**src/tl_cfg.svh**
```systemverilog
`ifndef TL_CFG_SVH
`define TL_CFG_SVH

// Address bus width in bits
`define TL_AW 32

// Data bus width in bits, always a whole number of bytes
`define TL_DW 32

// Source ID width
// Must cover at least twice the outstanding limit so IDs stay unique
`define TL_SW 2

// Outstanding requests per host port
`define TL_MAX_REQS 2

`endif

```
**src/tl_pkg.sv**
```systemverilog
`include "tl_cfg.svh"

package tl_pkg;

    typedef logic [`TL_AW-1:0]   tl_addr_t;
    typedef logic [`TL_DW-1:0]   tl_data_t;
    typedef logic [`TL_DW/8-1:0] tl_mask_t;
    typedef logic [`TL_SW-1:0]   tl_source_t;
    // One even parity bit per data byte
    typedef logic [`TL_DW/8-1:0] tl_intg_t;

    // TL-UL opcode encodings
    typedef enum logic [2:0] {
        PutFullData    = 3'h0,
        PutPartialData = 3'h1,
        Get            = 3'h4
    } tl_a_op_e;

    typedef enum logic [2:0] {
        AccessAck     = 3'h0,
        AccessAckData = 3'h1
    } tl_d_op_e;

    typedef struct packed {
        logic       a_valid;
        tl_a_op_e   a_opcode;
        tl_addr_t   a_address;
        tl_mask_t   a_mask;
        tl_source_t a_source;
        tl_data_t   a_data;
        tl_intg_t   a_user_intg;
        logic       a_user_instr;
        logic       d_ready;
    } tl_h2d_t;

    typedef struct packed {
        logic       d_valid;
        tl_d_op_e   d_opcode;
        tl_source_t d_source;
        tl_data_t   d_data;
        tl_intg_t   d_user_intg;
        logic       d_error;
        logic       a_ready;
    } tl_d2h_t;

    // Bytewise even parity, shared by request and response paths
    function automatic tl_intg_t byte_parity(tl_data_t data);
        tl_intg_t par;
        for (int i = 0; i < `TL_DW / 8; i++) begin
            par[i] = ^data[8*i +: 8];
        end
        return par;
    endfunction

endpackage

```
**src/core_bus_pkg.sv**
```systemverilog
package core_bus_pkg;

    // Request as presented by a core memory port
    typedef struct packed {
        tl_pkg::tl_addr_t addr;
        logic             we;
        tl_pkg::tl_mask_t be;
        tl_pkg::tl_data_t wdata;
    } core_req_t;

    // Response returned to the core with the rsp_valid strobe
    typedef struct packed {
        tl_pkg::tl_data_t rdata;
        logic             err;
        logic             intg_err;
    } core_rsp_t;

    // Occupancy of the outstanding request window
    typedef enum logic [1:0] {
        Idle,
        Busy,
        Full
    } adapter_state_e;

endpackage

```
**src/tl_a_packer.sv**
```systemverilog
`timescale 1ns/10ps

module tl_a_packer #(
    parameter bit IsInstr = 1'b0
) (
    input  core_bus_pkg::core_req_t req_i,
    input  tl_pkg::tl_source_t      source_i,
    output tl_pkg::tl_h2d_t         tl_a_o
);

    tl_pkg::tl_data_t a_data;

    // Reads carry no payload
    assign a_data = req_i.we ? req_i.wdata : '0;

    always_comb begin
        tl_a_o = '0;

        if (!req_i.we) begin
            tl_a_o.a_opcode = tl_pkg::Get;
        end else if (&req_i.be) begin
            tl_a_o.a_opcode = tl_pkg::PutFullData;
        end else begin
            tl_a_o.a_opcode = tl_pkg::PutPartialData;
        end

        tl_a_o.a_address    = req_i.addr;
        tl_a_o.a_mask       = req_i.be;
        tl_a_o.a_source     = source_i;
        tl_a_o.a_data       = a_data;
        // Parity covers every lane, masked or not
        tl_a_o.a_user_intg  = tl_pkg::byte_parity(a_data);
        tl_a_o.a_user_instr = IsInstr;
    end

endmodule

```
**src/tl_d_checker.sv**
```systemverilog
`timescale 1ns/10ps

module tl_d_checker (
    input  tl_pkg::tl_d2h_t         tl_d_i,
    input  tl_pkg::tl_source_t      exp_source_i,
    output logic                    rsp_valid_o,
    output core_bus_pkg::core_rsp_t rsp_o,
    output logic                    source_err_o
);

    tl_pkg::tl_intg_t calc_intg;
    logic             has_data;

    assign has_data  = tl_d_i.d_opcode == tl_pkg::AccessAckData;
    assign calc_intg = tl_pkg::byte_parity(tl_d_i.d_data);

    assign rsp_valid_o = tl_d_i.d_valid;

    always_comb begin
        rsp_o = '0;
        if (has_data) begin
            rsp_o.rdata = tl_d_i.d_data;
        end
        rsp_o.err = tl_d_i.d_valid & tl_d_i.d_error;
        // Write acks carry no data to check
        rsp_o.intg_err = tl_d_i.d_valid & has_data & (calc_intg != tl_d_i.d_user_intg);
    end

    // Responses must come back in issue order
    assign source_err_o = tl_d_i.d_valid & (tl_d_i.d_source != exp_source_i);

endmodule

```
**src/tl_host_adapter.sv**
```systemverilog
`timescale 1ns/10ps

`include "tl_cfg.svh"

module tl_host_adapter #(
    parameter bit IsInstr = 1'b0
) (
    input  logic                    clk_i,
    input  logic                    reset_i,

    input  logic                    req_i,
    input  core_bus_pkg::core_req_t core_req_i,
    output logic                    gnt_o,
    output logic                    rsp_valid_o,
    output core_bus_pkg::core_rsp_t rsp_o,

    output tl_pkg::tl_h2d_t         tl_o,
    input  tl_pkg::tl_d2h_t         tl_i
);

    localparam int unsigned CntW = $clog2(`TL_MAX_REQS + 1);
    localparam logic [CntW-1:0] MaxCnt = CntW'(`TL_MAX_REQS);

    logic [CntW-1:0]             out_cnt;
    core_bus_pkg::adapter_state_e state;
    tl_pkg::tl_source_t          issue_src;
    tl_pkg::tl_source_t          retire_src;

    tl_pkg::tl_h2d_t             a_fields;
    logic                        a_valid;
    logic                        accept;
    logic                        retire;

    logic                        chk_valid;
    core_bus_pkg::core_rsp_t     chk_rsp;
    logic                        src_err;

    always_comb begin
        if (out_cnt == '0) begin
            state = core_bus_pkg::Idle;
        end else if (out_cnt == MaxCnt) begin
            state = core_bus_pkg::Full;
        end else begin
            state = core_bus_pkg::Busy;
        end
    end

    assign a_valid = req_i & (state != core_bus_pkg::Full);
    assign accept  = a_valid & tl_i.a_ready;
    assign gnt_o   = accept;

    // Stray D beats with nothing outstanding are dropped
    assign retire      = chk_valid & (state != core_bus_pkg::Idle);
    assign rsp_valid_o = retire;

    always_ff @(posedge clk_i) begin
        if (reset_i) begin
            out_cnt    <= '0;
            issue_src  <= '0;
            retire_src <= '0;
        end else begin
            if (accept) begin
                issue_src <= issue_src + 1'b1;
            end
            if (retire) begin
                retire_src <= retire_src + 1'b1;
            end
            case ({accept, retire})
                2'b10:   out_cnt <= out_cnt + 1'b1;
                2'b01:   out_cnt <= out_cnt - 1'b1;
                default: out_cnt <= out_cnt;
            endcase
        end
    end

    tl_a_packer #(
        .IsInstr (IsInstr)
    ) u_a_packer (
        .req_i    (core_req_i),
        .source_i (issue_src ),
        .tl_a_o   (a_fields  )
    );

    always_comb begin
        tl_o         = a_fields;
        tl_o.a_valid = a_valid;
        tl_o.d_ready = 1'b1;
    end

    tl_d_checker u_d_checker (
        .tl_d_i       (tl_i      ),
        .exp_source_i (retire_src),
        .rsp_valid_o  (chk_valid ),
        .rsp_o        (chk_rsp   ),
        .source_err_o (src_err   )
    );

    // Out-of-order source reported as a bus error
    always_comb begin
        rsp_o     = chk_rsp;
        rsp_o.err = chk_rsp.err | src_err;
    end

endmodule

```
**src/core_tl_wrapper.sv**
```systemverilog
`timescale 1ns/10ps

module core_tl_wrapper (
    input  logic                    clk_i,
    input  logic                    reset_i,

    // Instruction port
    input  logic                    instr_req_i,
    input  tl_pkg::tl_addr_t        instr_addr_i,
    output logic                    instr_gnt_o,
    output logic                    instr_rsp_valid_o,
    output core_bus_pkg::core_rsp_t instr_rsp_o,

    // Data port
    input  logic                    data_req_i,
    input  core_bus_pkg::core_req_t data_req_i_fields,
    output logic                    data_gnt_o,
    output logic                    data_rsp_valid_o,
    output core_bus_pkg::core_rsp_t data_rsp_o,

    // TL-UL host ports
    output tl_pkg::tl_h2d_t         tl_i_o,
    input  tl_pkg::tl_d2h_t         tl_i_i,
    output tl_pkg::tl_h2d_t         tl_d_o,
    input  tl_pkg::tl_d2h_t         tl_d_i
);

    core_bus_pkg::core_req_t instr_core_req;

    // Fetches are always full-word reads
    assign instr_core_req = '{addr: instr_addr_i, we: 1'b0, be: '1, wdata: '0};

    tl_host_adapter #(
        .IsInstr (1'b1)
    ) u_adapter_instr (
        .clk_i       (clk_i            ),
        .reset_i     (reset_i          ),
        .req_i       (instr_req_i      ),
        .core_req_i  (instr_core_req   ),
        .gnt_o       (instr_gnt_o      ),
        .rsp_valid_o (instr_rsp_valid_o),
        .rsp_o       (instr_rsp_o      ),
        .tl_o        (tl_i_o           ),
        .tl_i        (tl_i_i           )
    );

    tl_host_adapter #(
        .IsInstr (1'b0)
    ) u_adapter_data (
        .clk_i       (clk_i            ),
        .reset_i     (reset_i          ),
        .req_i       (data_req_i       ),
        .core_req_i  (data_req_i_fields),
        .gnt_o       (data_gnt_o       ),
        .rsp_valid_o (data_rsp_valid_o ),
        .rsp_o       (data_rsp_o       ),
        .tl_o        (tl_d_o           ),
        .tl_i        (tl_d_i           )
    );

endmodule

```
**config.mk**
```make
export PLATFORM = sky130hd
export DESIGN_NAME = core_tl_wrapper
export DESIGN_NICKNAME = d
export VERILOG_FILES = /design/src/tl_pkg.sv /design/src/core_bus_pkg.sv /design/src/tl_a_packer.sv /design/src/tl_d_checker.sv /design/src/tl_host_adapter.sv /design/src/core_tl_wrapper.sv
export VERILOG_INCLUDE_DIRS = /design/src
export SDC_FILE = /design/constraint.sdc
export NUM_CORES = 1
export LEC_CHECK = 0
export BUFFER_PORTS_ARGS = -buffer_cell sky130_fd_sc_hd__buf_2
export CAP_MARGIN = 20
export CELL_PAD_IN_SITES_DETAIL_PLACEMENT = 2
export CELL_PAD_IN_SITES_GLOBAL_PLACEMENT = 2
export CORE_AREA = 2 2 167 169
export DETAILED_ROUTE_END_ITERATION = 6
export DIE_AREA = 0 0 169 171
export GPL_TIMING_DRIVEN = 0
export PLACE_DENSITY_LB_ADDON = 0.1
export RECOVER_POWER = 50
export SLEW_MARGIN = 20
export SYNTH_ARGS = -nofsm -noshare
export SYNTH_HDL_FRONTEND = slang
export SYNTH_SLANG_ARGS = --single-unit
```
**constraint.sdc**
```tcl
create_clock -name clk_i -period 1.65 [get_ports clk_i]
set_clock_uncertainty 0.05 [all_clocks]
set_input_delay 0.0825 -clock clk_i [delete_from_list [all_inputs] [get_ports clk_i]]
set_output_delay 0.0825 -clock clk_i [all_outputs]
set_load 0.02 [all_outputs]
```
=== Word-level counts from Yosys, hierarchy flattened ===
Index checks and enable logic that the tools add are counted.

* Bitwise logic cells: 16
* Reductions and logical operators: 19
* Mux-type cells: 11
* Add/subtract/negate cells: 8
* Equality and inequality tests: 14

{| class="wikitable"
|+ Operator list
! kind !! number
|-
| $mux W32 || 3
|-
| $reduce_xor A8 Y1 || 12
|-
| $and A1 B1 Y1 || 14
|-
| $add A2 B1 Y2 const B || 6
|-
| $eq A2 B2 Y1 const B || 4
|-
| $mux W2 || 4
|-
| $ne A4 B4 Y1 || 2
|-
| $pmux W2 S2 || 2
|-
| $reduce_bool A2 Y1 || 4
|-
| $eq A3 B1 Y1 const B || 2
|-
| $eq A2 B1 Y1 const B || 2
|-
| $logic_not A2 Y1 || 2
|-
| $ne A2 B2 Y1 || 2
|-
| $ne A2 B2 Y1 const B || 2
|-
| $reduce_and A4 Y1 || 1
|-
| $sub A2 B1 Y2 const B || 2
|-
| $mux W3 || 1
|-
| $or A1 B1 Y1 || 2
|-
| $mux W1 || 1
|}

* Output and inout bits: 232
* Register bits: 12
* Input port bits: 193
* Logic and storage cells: 74

=== Longest topological paths before layout ===
Gate-level depths: netlist of the first run.

* Depth after elaboration: 8
* Gate-level depth with buffers: 6

=== By module ===
From an unflattened synthesis of the first run, not the netlist that was laid out.

* Cell total of the unflattened synthesis: 439
* Area total of the unflattened synthesis: 3399.5 µm²

{| class="wikitable"
|+ By module, submodules not included
! module !! cells an instance !! area each (µm²) !! sequential area each (µm²) !! times used
|-
| tl_d_checker || 71 || 576.8 || 0.0 || 2
|-
| tl_a_packer at u_adapter_instr.u_a_packer || 113 || 812.0 || 0.0 || 1
|-
| tl_a_packer at u_adapter_data.u_a_packer || 112 || 808.3 || 0.0 || 1
|-
| tl_host_adapter || 35 || 309.0 || 120.1 || 2
|-
| core_tl_wrapper || 2 || 7.5 || 0.0 || 1
|}

=== Worst setup path after synthesis of the first run ===
Ideal clock, no wire load.

* Kind: reg-to-reg
* From: reg u_adapter_data.out_cnt[0]
* To: reg u_adapter_data.out_cnt[1]
* Clock period less this slack: 1.625 ns
* Stages on the path, launching flop included: 6
* Data required time: 1.530 ns
* Library setup time: 0.070 ns
* Data arrival time: 1.506 ns
* Setup slack: 0.025 ns
* Cells stage by stage: dfxtp_1 -> clkbuf_2 -> o21a_1 -> ha_1 -> or3_1 -> a21oi_1

* Elaborated cells between the ends (all ways): 15
* Classes of those cells: add/sub: 2; eq/ne: 4; mux: 3; bitwise: 3; reduce/logical: 3

{| class="wikitable"
|+ RTL lines
! element !! line !! source
|-
| start: declaration || tl_host_adapter.sv:24 || <nowiki>logic [CntW-1:0] out_cnt;</nowiki>
|-
| start signal: assignment || tl_host_adapter.sv:69 || <nowiki>2'b10: out_cnt <= out_cnt + 1'b1;</nowiki>
|-
| start signal: assignment || tl_host_adapter.sv:70 || <nowiki>2'b01: out_cnt <= out_cnt - 1'b1;</nowiki>
|-
| start signal: assignment || tl_host_adapter.sv:71 || <nowiki>default: out_cnt <= out_cnt;</nowiki>
|-
| $eq A2 B2 Y1 || tl_host_adapter.sv:41 || <nowiki>end else if (out_cnt == MaxCnt) begin</nowiki>
|-
| $mux W2 || tl_host_adapter.sv:41 ||
|-
| $mux W2 * || tl_host_adapter.sv:39 || <nowiki>if (out_cnt == '0) begin</nowiki>
|-
| $reduce_bool A2 Y1 * || tl_host_adapter.sv:53 || <nowiki>assign retire = chk_valid & (state != core_bus_pkg::Idle);</nowiki>
|-
| $and A1 B1 Y1 * || tl_host_adapter.sv:53 ||
|-
| named net data_rsp_valid_o || core_tl_wrapper.sv:18 || <nowiki>output logic data_rsp_valid_o,</nowiki>
|-
| $eq A2 B1 Y1 / $eq A2 B2 Y1 (equally long branches) || tl_host_adapter.sv:68 || <nowiki>case ({accept, retire})</nowiki>
|-
| $pmux W2 S2 / $reduce_bool A2 Y1 (equally long branches) || -- ||
|}

The timed path passes the listed nets; every way through them passes the cells marked *.
A chain may end at the register's enable or synchronous reset.

=== Worst setup path after layout of the first run ===
* From: reg u_adapter_data.out_cnt[1]
* To: reg u_adapter_data.out_cnt[1]

* Cells in the longest elaborated chain, start to end: 8
* Elaborated cells between the ends (all ways): 15
* Classes of those cells: add/sub: 2; eq/ne: 4; mux: 3; bitwise: 3; reduce/logical: 3

{| class="wikitable"
|+ RTL lines
! element !! line !! source
|-
| $eq A2 B2 Y1 || tl_host_adapter.sv:41 ||
|-
| $mux W2 || tl_host_adapter.sv:41 ||
|-
| $mux W2 || tl_host_adapter.sv:39 ||
|-
| $ne A2 B2 Y1 || tl_host_adapter.sv:48 || <nowiki>assign a_valid = req_i & (state != core_bus_pkg::Full);</nowiki>
|-
| $and A1 B1 Y1 || tl_host_adapter.sv:48 ||
|-
| $and A1 B1 Y1 || tl_host_adapter.sv:49 || <nowiki>assign accept = a_valid & tl_i.a_ready;</nowiki>
|-
| $eq A2 B1 Y1 / $eq A2 B2 Y1 (equally long branches) || tl_host_adapter.sv:68 ||
|-
| $pmux W2 S2 / $reduce_bool A2 Y1 (equally long branches) || -- ||
|}

Parallel ways exist; a longest one is shown, timed or not.

==> out/results.tsv, run 1 <==
stage	metric	value	unit
flow_run	Max-Cap Viols	0	
timing	final setup vio count	0	
floorplanning	starting density of the core	11.1	%
grt	vias in the first global route	3839	
worst_setup_path	worst-path fanout max	4	
run_status	run status	finished clean	
worst_setup_path	crit path cell chain	inv_2, o211ai_1, ha_1, or3_1, a21oi_1	
worst_setup_path	crit path launch	u_adapter_data.out_cnt[1]$_SDFFE_PP0P_	
drt	DR vias	3664	
min_path	hold path cells	4	
power_and_ir_drop	switch share	43.8	%
cts	clock sinks	12	
place	detailed placement HPWL	13.6	mm
cts	clk slew on worst S/H paths	0.04	ns
logic_synthesis	Yosys cell types	23	
cts	CTS root buffer	clkbuf_16	
worst_setup_path	CP max stage cell	or3_1	
cells_and_area	area grow syn2layout	74.0	%
timing	RSZ-0062 raised after global routing	true	
logic_synthesis	synth top area cells	buf_4, and2_1, xnor2_1	
worst_setup_path	reg-to-reg critical path startpoint	u_adapter_data.out_cnt[1]$_SDFFE_PP0P_	
grt	total gr overflow	0	
floorplanning	die area	28900	um^2
worst_setup_path	crit end category	flip-flop	
worst_setup_path	Register-to-Register Path Depth	5	
logic_synthesis	post-synth top area share	29.2	%
floorplanning	core area	27300	um^2
cells_and_area	share of layout cells above drive strength 1	48.9	%
power_and_ir_drop	switching power	1320	uW
cts	Clock Tree Buf Depth	2	
grt	initial antenna violation count	1	
power_and_ir_drop	Comb power frac	69.4	%
floorplanning	die height	171	um
min_path	Hold WC Path Type	input port to flip-flop	
power_and_ir_drop	Leak	0.00280	uW
worst_setup_path	critical path depth	5	
cts	CTS Buf Count	3	
drt	final wirelength	14.6	mm
logic_synthesis	Yosys reg bits	12	
timing	Tmin final	1.60	ns
power_and_ir_drop	total power draw	3030	uW
logic_synthesis	Synth area leader	buf_4	
worst_setup_path	crit path kind	flip-flop to flip-flop	
drt	post-route ant nets	0	
worst_setup_path	cell family with most CP delay	simple AND/OR/NAND/NOR gates	
grt	first-pass GRT wire length	20.7	mm
power_and_ir_drop	Clk pwr share	14.3	%
worst_setup_path	Critical Path Max Stage Delay	0.39	ns
place	routability congestion estimate from global placement	0.745	
worst_setup_path	worst path bufs/invs	1	
timing	TNS Setup	0	ns
logic_synthesis	cell count after synthesis	386	
floorplanning	DIE WIDTH	169	um
power_and_ir_drop	P_int	1700	uW
power_and_ir_drop	power per cell area	573	nW/um^2
timing	Hold WS	0.173	ns
timing	worst-margin pin slew	0.517	ns
place	PortBufs	312	
cells_and_area	Final Util	19.3	%
power_and_ir_drop	Seq pwr share	16.4	%
power_and_ir_drop	peak supply drop	0.277	mV
drt	Remaining DRCs	0	
logic_synthesis	Yosys Warn Count	0	
timing	Tcrit/Tclk final	97.2	%
worst_setup_path	worst endpoint required time	1.76	ns
drt	Routed WL per cell	13.3	um
worst_setup_path	crit path DAT	1.72	ns
timing	Slew HR	65.5	%
timing	final hold vios	0	
timing	final slew viol count	0	
timing	Highest Clock Rate	623	MHz
cells_and_area	ANT cells	0	
cells_and_area	Nets	951	
cts	Clk Latency, worst-skew pair	0.23	ns
logic_synthesis	syn_area_per_cell	7.86	um^2
min_path	Hold Crit Start	tl_d_i[0]	
floorplanning	row count	61	
drt	1st-pass router iterations	3	
cts	CTS tree	yes	
grt	Tot GR Track Use	9.08	%
worst_setup_path	Critical Path Source Type	flip-flop	
drt	via density per instance	3.33	
logic_synthesis	Mapped Area	3040	um^2
drt	First DRT Iteration DRCs	33	
grt	pin count of the biggest net entering global routing	11	
logic_synthesis	sequential cell area fraction in the yosys report	7.91	%
floorplanning	I/O pins	425	
cts	Max H-tree Level	1	
-- final cells by class --
class | instances | area (um^2)
Fill cell | 3415 | 22000
Multi-Input combinational cell | 285 | 2050
Timing Repair Buffer | 321 | 1530
Buffer | 128 | 923
Tap cell | 346 | 433
Sequential cell | 12 | 250
Clock buffer | 3 | 75.1
Inverter | 5 | 21.3
-- worst min-delay path, stage by stage --
cell	delay [ns]
buf_2	0.11
o2111ai_1	0.08
xor2_1	0.08
nor2_1	0.07
-- power by group through the flow --
stage	registers (uW)	logic [uW]	clock network (uW)
finish	495	2100	432
global route	514	2290	475
CTS	430	2190	453
detailed placement	429	2120	0
global placement	424	2070	0
floorplan	426	1450	0
-- worst paths after layout --
path | to | slack, ns
worst max-delay path | u_adapter_data.out_cnt[1]$_SDFFE_PP0P_ | 0.05
worst min-delay path | u_adapter_data.issue_src[1]$_SDFFE_PP0P_ | 0.17
worst max register to register | u_adapter_data.out_cnt[1]$_SDFFE_PP0P_ | 0.05
worst min register to register | u_adapter_data.out_cnt[1]$_SDFFE_PP0P_ | 0.47
-- placed cells by master (no fill, tap or decap), drive strengths merged, types with 3 or more instances in the layout --
cell type / count
inv: 5
and2: 96
xor2: 30
buf: 353
dfxtp: 12
nor2: 14
clkbuf: 98
xnor2: 62
o21a: 4
xnor3: 8
conb: 48
a41oi: 3
nand2: 4
-- stage by stage --
stage	setup WS, ns	instances	cell area (um^2)
after CTS	-0.0676	1099	5360
final	0.0459	1100	5280
after detailed placement	-0.125	1090	5200
after global routing	-0.0643	1100	5280
after global placement	-0.0524	1090	5200
after floorplan	0.0248	432	3210
-- timing repair --
action / 4_1_cts / 5_1_grt
buffers inserted: 5 / 4
pin swaps: 3 / 5
setup endpoints to repair: 35 / 3
resized for setup: 7 / 10
hold buffers: 1 / 0
endpoints found under the hold margin: 1 / 0
-- state kept, by name, indices dropped and copies added (netlist names) --
| register | count |
|---|---|
| u_adapter_data.issue_src | 2 |
| u_adapter_instr.issue_src | 2 |
| u_adapter_data.out_cnt | 2 |
| u_adapter_data.retire_src | 2 |
| u_adapter_instr.out_cnt | 2 |
| u_adapter_instr.retire_src | 2 |
-- metal layers --
layer  wire length [um]  track usage, %
met5                 10               0
met4                 51            1.11
met3               1220            2.11
met2               9000            20.6
met1               4330            8.01
-- synthesized netlist by cell type --
master       n
a21oi_1      2
a41oi_1      3
and2_1      94
and2_2       2
buf_4      118
clkbuf_1    10
clkbuf_2     2
conb_1       2
dfxtp_1     12
ha_1         2
inv_1        5
nand2_1      4
nor2_1      14
nor3b_1      2
o2111ai_1    2
o211ai_1     2
o21a_1       4
o21ai_0      2
o31a_1       2
or3_1        2
xnor2_1     62
xnor3_1      8
xor2_1      30
-- cell families after synthesis --
family | after synthesis | share of synthesized area [%]
adder cells (fa/ha/maj) | 2 | 0.824
flip-flops | 12 | 7.91
AND/OR/NAND/NOR | 118 | 23.0
other | 2 | 0.247
XOR/XNOR | 100 | 32.5
AO/OA/AOI/OAI | 17 | 4.16
buffers and inverters | 135 | 31.4
(Power assumes the default switching activity.)
==> run 2, diff against run 1 <==
--- a/config.mk
+++ b/config.mk
@@ -6,13 +6,13 @@
 export SDC_FILE = /design/constraint.sdc
 export NUM_CORES = 1
 export LEC_CHECK = 0
-export BUFFER_PORTS_ARGS = -buffer_cell sky130_fd_sc_hd__buf_2
-export CAP_MARGIN = 20
+export CAP_MARGIN = 0
 export CELL_PAD_IN_SITES_DETAIL_PLACEMENT = 2
 export CELL_PAD_IN_SITES_GLOBAL_PLACEMENT = 2
-export CORE_AREA = 2 2 167 169
+export CORE_AREA = 2 2 165 167
 export DETAILED_ROUTE_END_ITERATION = 6
-export DIE_AREA = 0 0 169 171
+export DIE_AREA = 0 0 167 169
+export DONT_BUFFER_PORTS = 1
 export GPL_TIMING_DRIVEN = 0
 export PLACE_DENSITY_LB_ADDON = 0.1
 export RECOVER_POWER = 50
==> run 2 against run 1 <==
Against the previous run:
- critical path depth did not move
- worst hold slack lost 0.13 ns
- global-route usage shrank 2.6 points
- core utilization fell by 6.0 points
- via count shrank 31%
- power fell by 16%
- largest power group unchanged
- die area shrank 2.3%
==> out/results.tsv, run 2 (synthesis gave the netlist of run 1 again) <==
stage	metric	value	unit
run_status	run status	finished clean	
cts	CTS Buf Count	3	
worst_setup_path	crit path kind	flip-flop to flip-flop	
cts	Max H-tree Level	1	
timing	final slew viol count	0	
place	detailed placement HPWL	9.88	mm
grt	first-pass GRT wire length	14.7	mm
grt	initial antenna violation count	0	
cells_and_area	Final Util	13.3	%
cells_and_area	Nets	637	
cts	clk slew on worst S/H paths	0.05	ns
grt	vias in the first global route	2600	
timing	final setup vio count	0	
drt	Remaining DRCs	0	
drt	post-route ant nets	0	
drt	1st-pass router iterations	2	
cells_and_area	most common cell after layout, fill and taps aside	clkbuf_1	
drt	First DRT Iteration DRCs	14	
worst_setup_path	Critical Path Source Type	flip-flop	
floorplanning	die height	169	um
floorplanning	row count	60	
floorplanning	I/O pins	425	
drt	via density per instance	3.21	
cells_and_area	area grow syn2layout	16.4	%
flow_run	Max-Cap Viols	0	
cts	Clk Latency, worst-skew pair	0.24	ns
timing	Tmin final	1.57	ns
floorplanning	die area	28200	um^2
floorplanning	DIE WIDTH	167	um
floorplanning	starting density of the core	11.5	%
worst_setup_path	worst-path fanout max	4	
cells_and_area	share of layout cells above drive strength 1	16.1	%
cts	Clock Tree Buf Depth	2	
power_and_ir_drop	peak supply drop	0.256	mV
timing	RSZ-0062 raised after global routing	false	
grt	pin count of the biggest net entering global routing	11	
drt	DR vias	2510	
place	PortBufs	0	
floorplanning	core area	26500	um^2
grt	Tot GR Track Use	6.52	%
cts	clock sinks	12	
timing	final hold vios	0	
timing	Highest Clock Rate	636	MHz
cts	CTS root buffer	clkbuf_16	
drt	final wirelength	10.7	mm
timing	worst-margin pin slew	0.616	ns
min_path	Hold WC Path Type	input port to flip-flop	
power_and_ir_drop	Leak	0.00142	uW
grt	total gr overflow	0	
place	routability congestion estimate from global placement	0.706	
worst_setup_path	crit path DAT	1.69	ns
timing	Tcrit/Tclk final	95.4	%
cells_and_area	commonest cells after routing, fill and taps aside	clkbuf_1, and2_1, xnor2_1	
cells_and_area	ANT cells	0	
power_and_ir_drop	power per cell area	716	nW/um^2
worst_setup_path	worst endpoint required time	1.77	ns
drt	Routed WL per cell	13.7	um
worst_setup_path	crit end category	flip-flop	
timing	Slew HR	58.4	%
timing	TNS Setup	0	ns
cts	CTS tree	yes	
==> run 2: cell type report <==
class	count	area, um^2
buffer	128	668
inverter	5	18.8
sequential	12	250
fill	3222	23000
multi-input combinational	285	2040
clock buffer	3	75.1
tap	341	427
timing repair buffer	7	55.1
==> run 2: repair_timing <==
action | 4_1_cts | 5_1_grt
endpoints found under the setup margin | 18 | 34
buffers inserted | 5 | 1
resized for setup | 6 | 8
cloned | 0 | 0
pin swaps | 3 | 6
endpoints found under the hold margin | 2 | 2
==> run 2: worst paths after layout <==
check / startpoint / end / slack, ns / cells after the start
setup / recovery: u_adapter_data.out_cnt[1]$_SDFFE_PP0P_ / u_adapter_data.out_cnt[1]$_SDFFE_PP0P_ / 0.08 / 5
hold / removal: tl_i_i[0] / u_adapter_instr.issue_src[1]$_SDFFE_PP0P_ / 0.04 / 3
setup reg to reg: u_adapter_data.out_cnt[1]$_SDFFE_PP0P_ / u_adapter_data.out_cnt[1]$_SDFFE_PP0P_ / 0.08 / 5
hold reg to reg: u_adapter_instr.out_cnt[1]$_SDFFE_PP0P_ / u_adapter_instr.out_cnt[1]$_SDFFE_PP0P_ / 0.48 / 2
==> run 2: worst max-delay path, stage by stage (launching register included) <==
cell	delay (ns)
dfxtp_4	0.36
inv_2	0.05
o211ai_1	0.27
ha_1	0.30
or3_1	0.35
a21oi_1	0.12
==> run 2: where the power goes <==
group / switching [uW] / internal, uW / leakage (uW) / total, uW
logic: 885 / 679 / 0.00128 / 1560
clock network: 136 / 317 / 0.0000370 / 453
registers: 132 / 382 / 0.000100 / 515
total: 1150 / 1380 / 0.00142 / 2530
==> run 2: through the flow <==
stage	total power (uW)	hold slack (ns)	std cells	worst slack, ns	instance area, um^2
final	2530	0.0404	781	0.0765	3530
after detailed placement	2100	0.108	773	-0.181	3630
after global routing	2710	0.0987	781	0.00519	3530
after global placement	2090	0.103	773	-0.157	3630
after CTS	2630	-0.156	780	-0.0280	3760
after floorplan	1870	0.102	432	0.0248	3210
==> run 2: metal layers <==
| layer | global-route usage [%] | vias up | share of wire [%] |
|---|---|---|---|
| met5 | 0 | - | 0 |
| met4 | 1.46 | 0 | 1.0 |
| met3 | 1.33 | 4 | 8.7 |
| met2 | 13.7 | 195 | 58 |
| met1 | 6.44 | 1177 | 32 |
| li1 | - | 1134 | - |
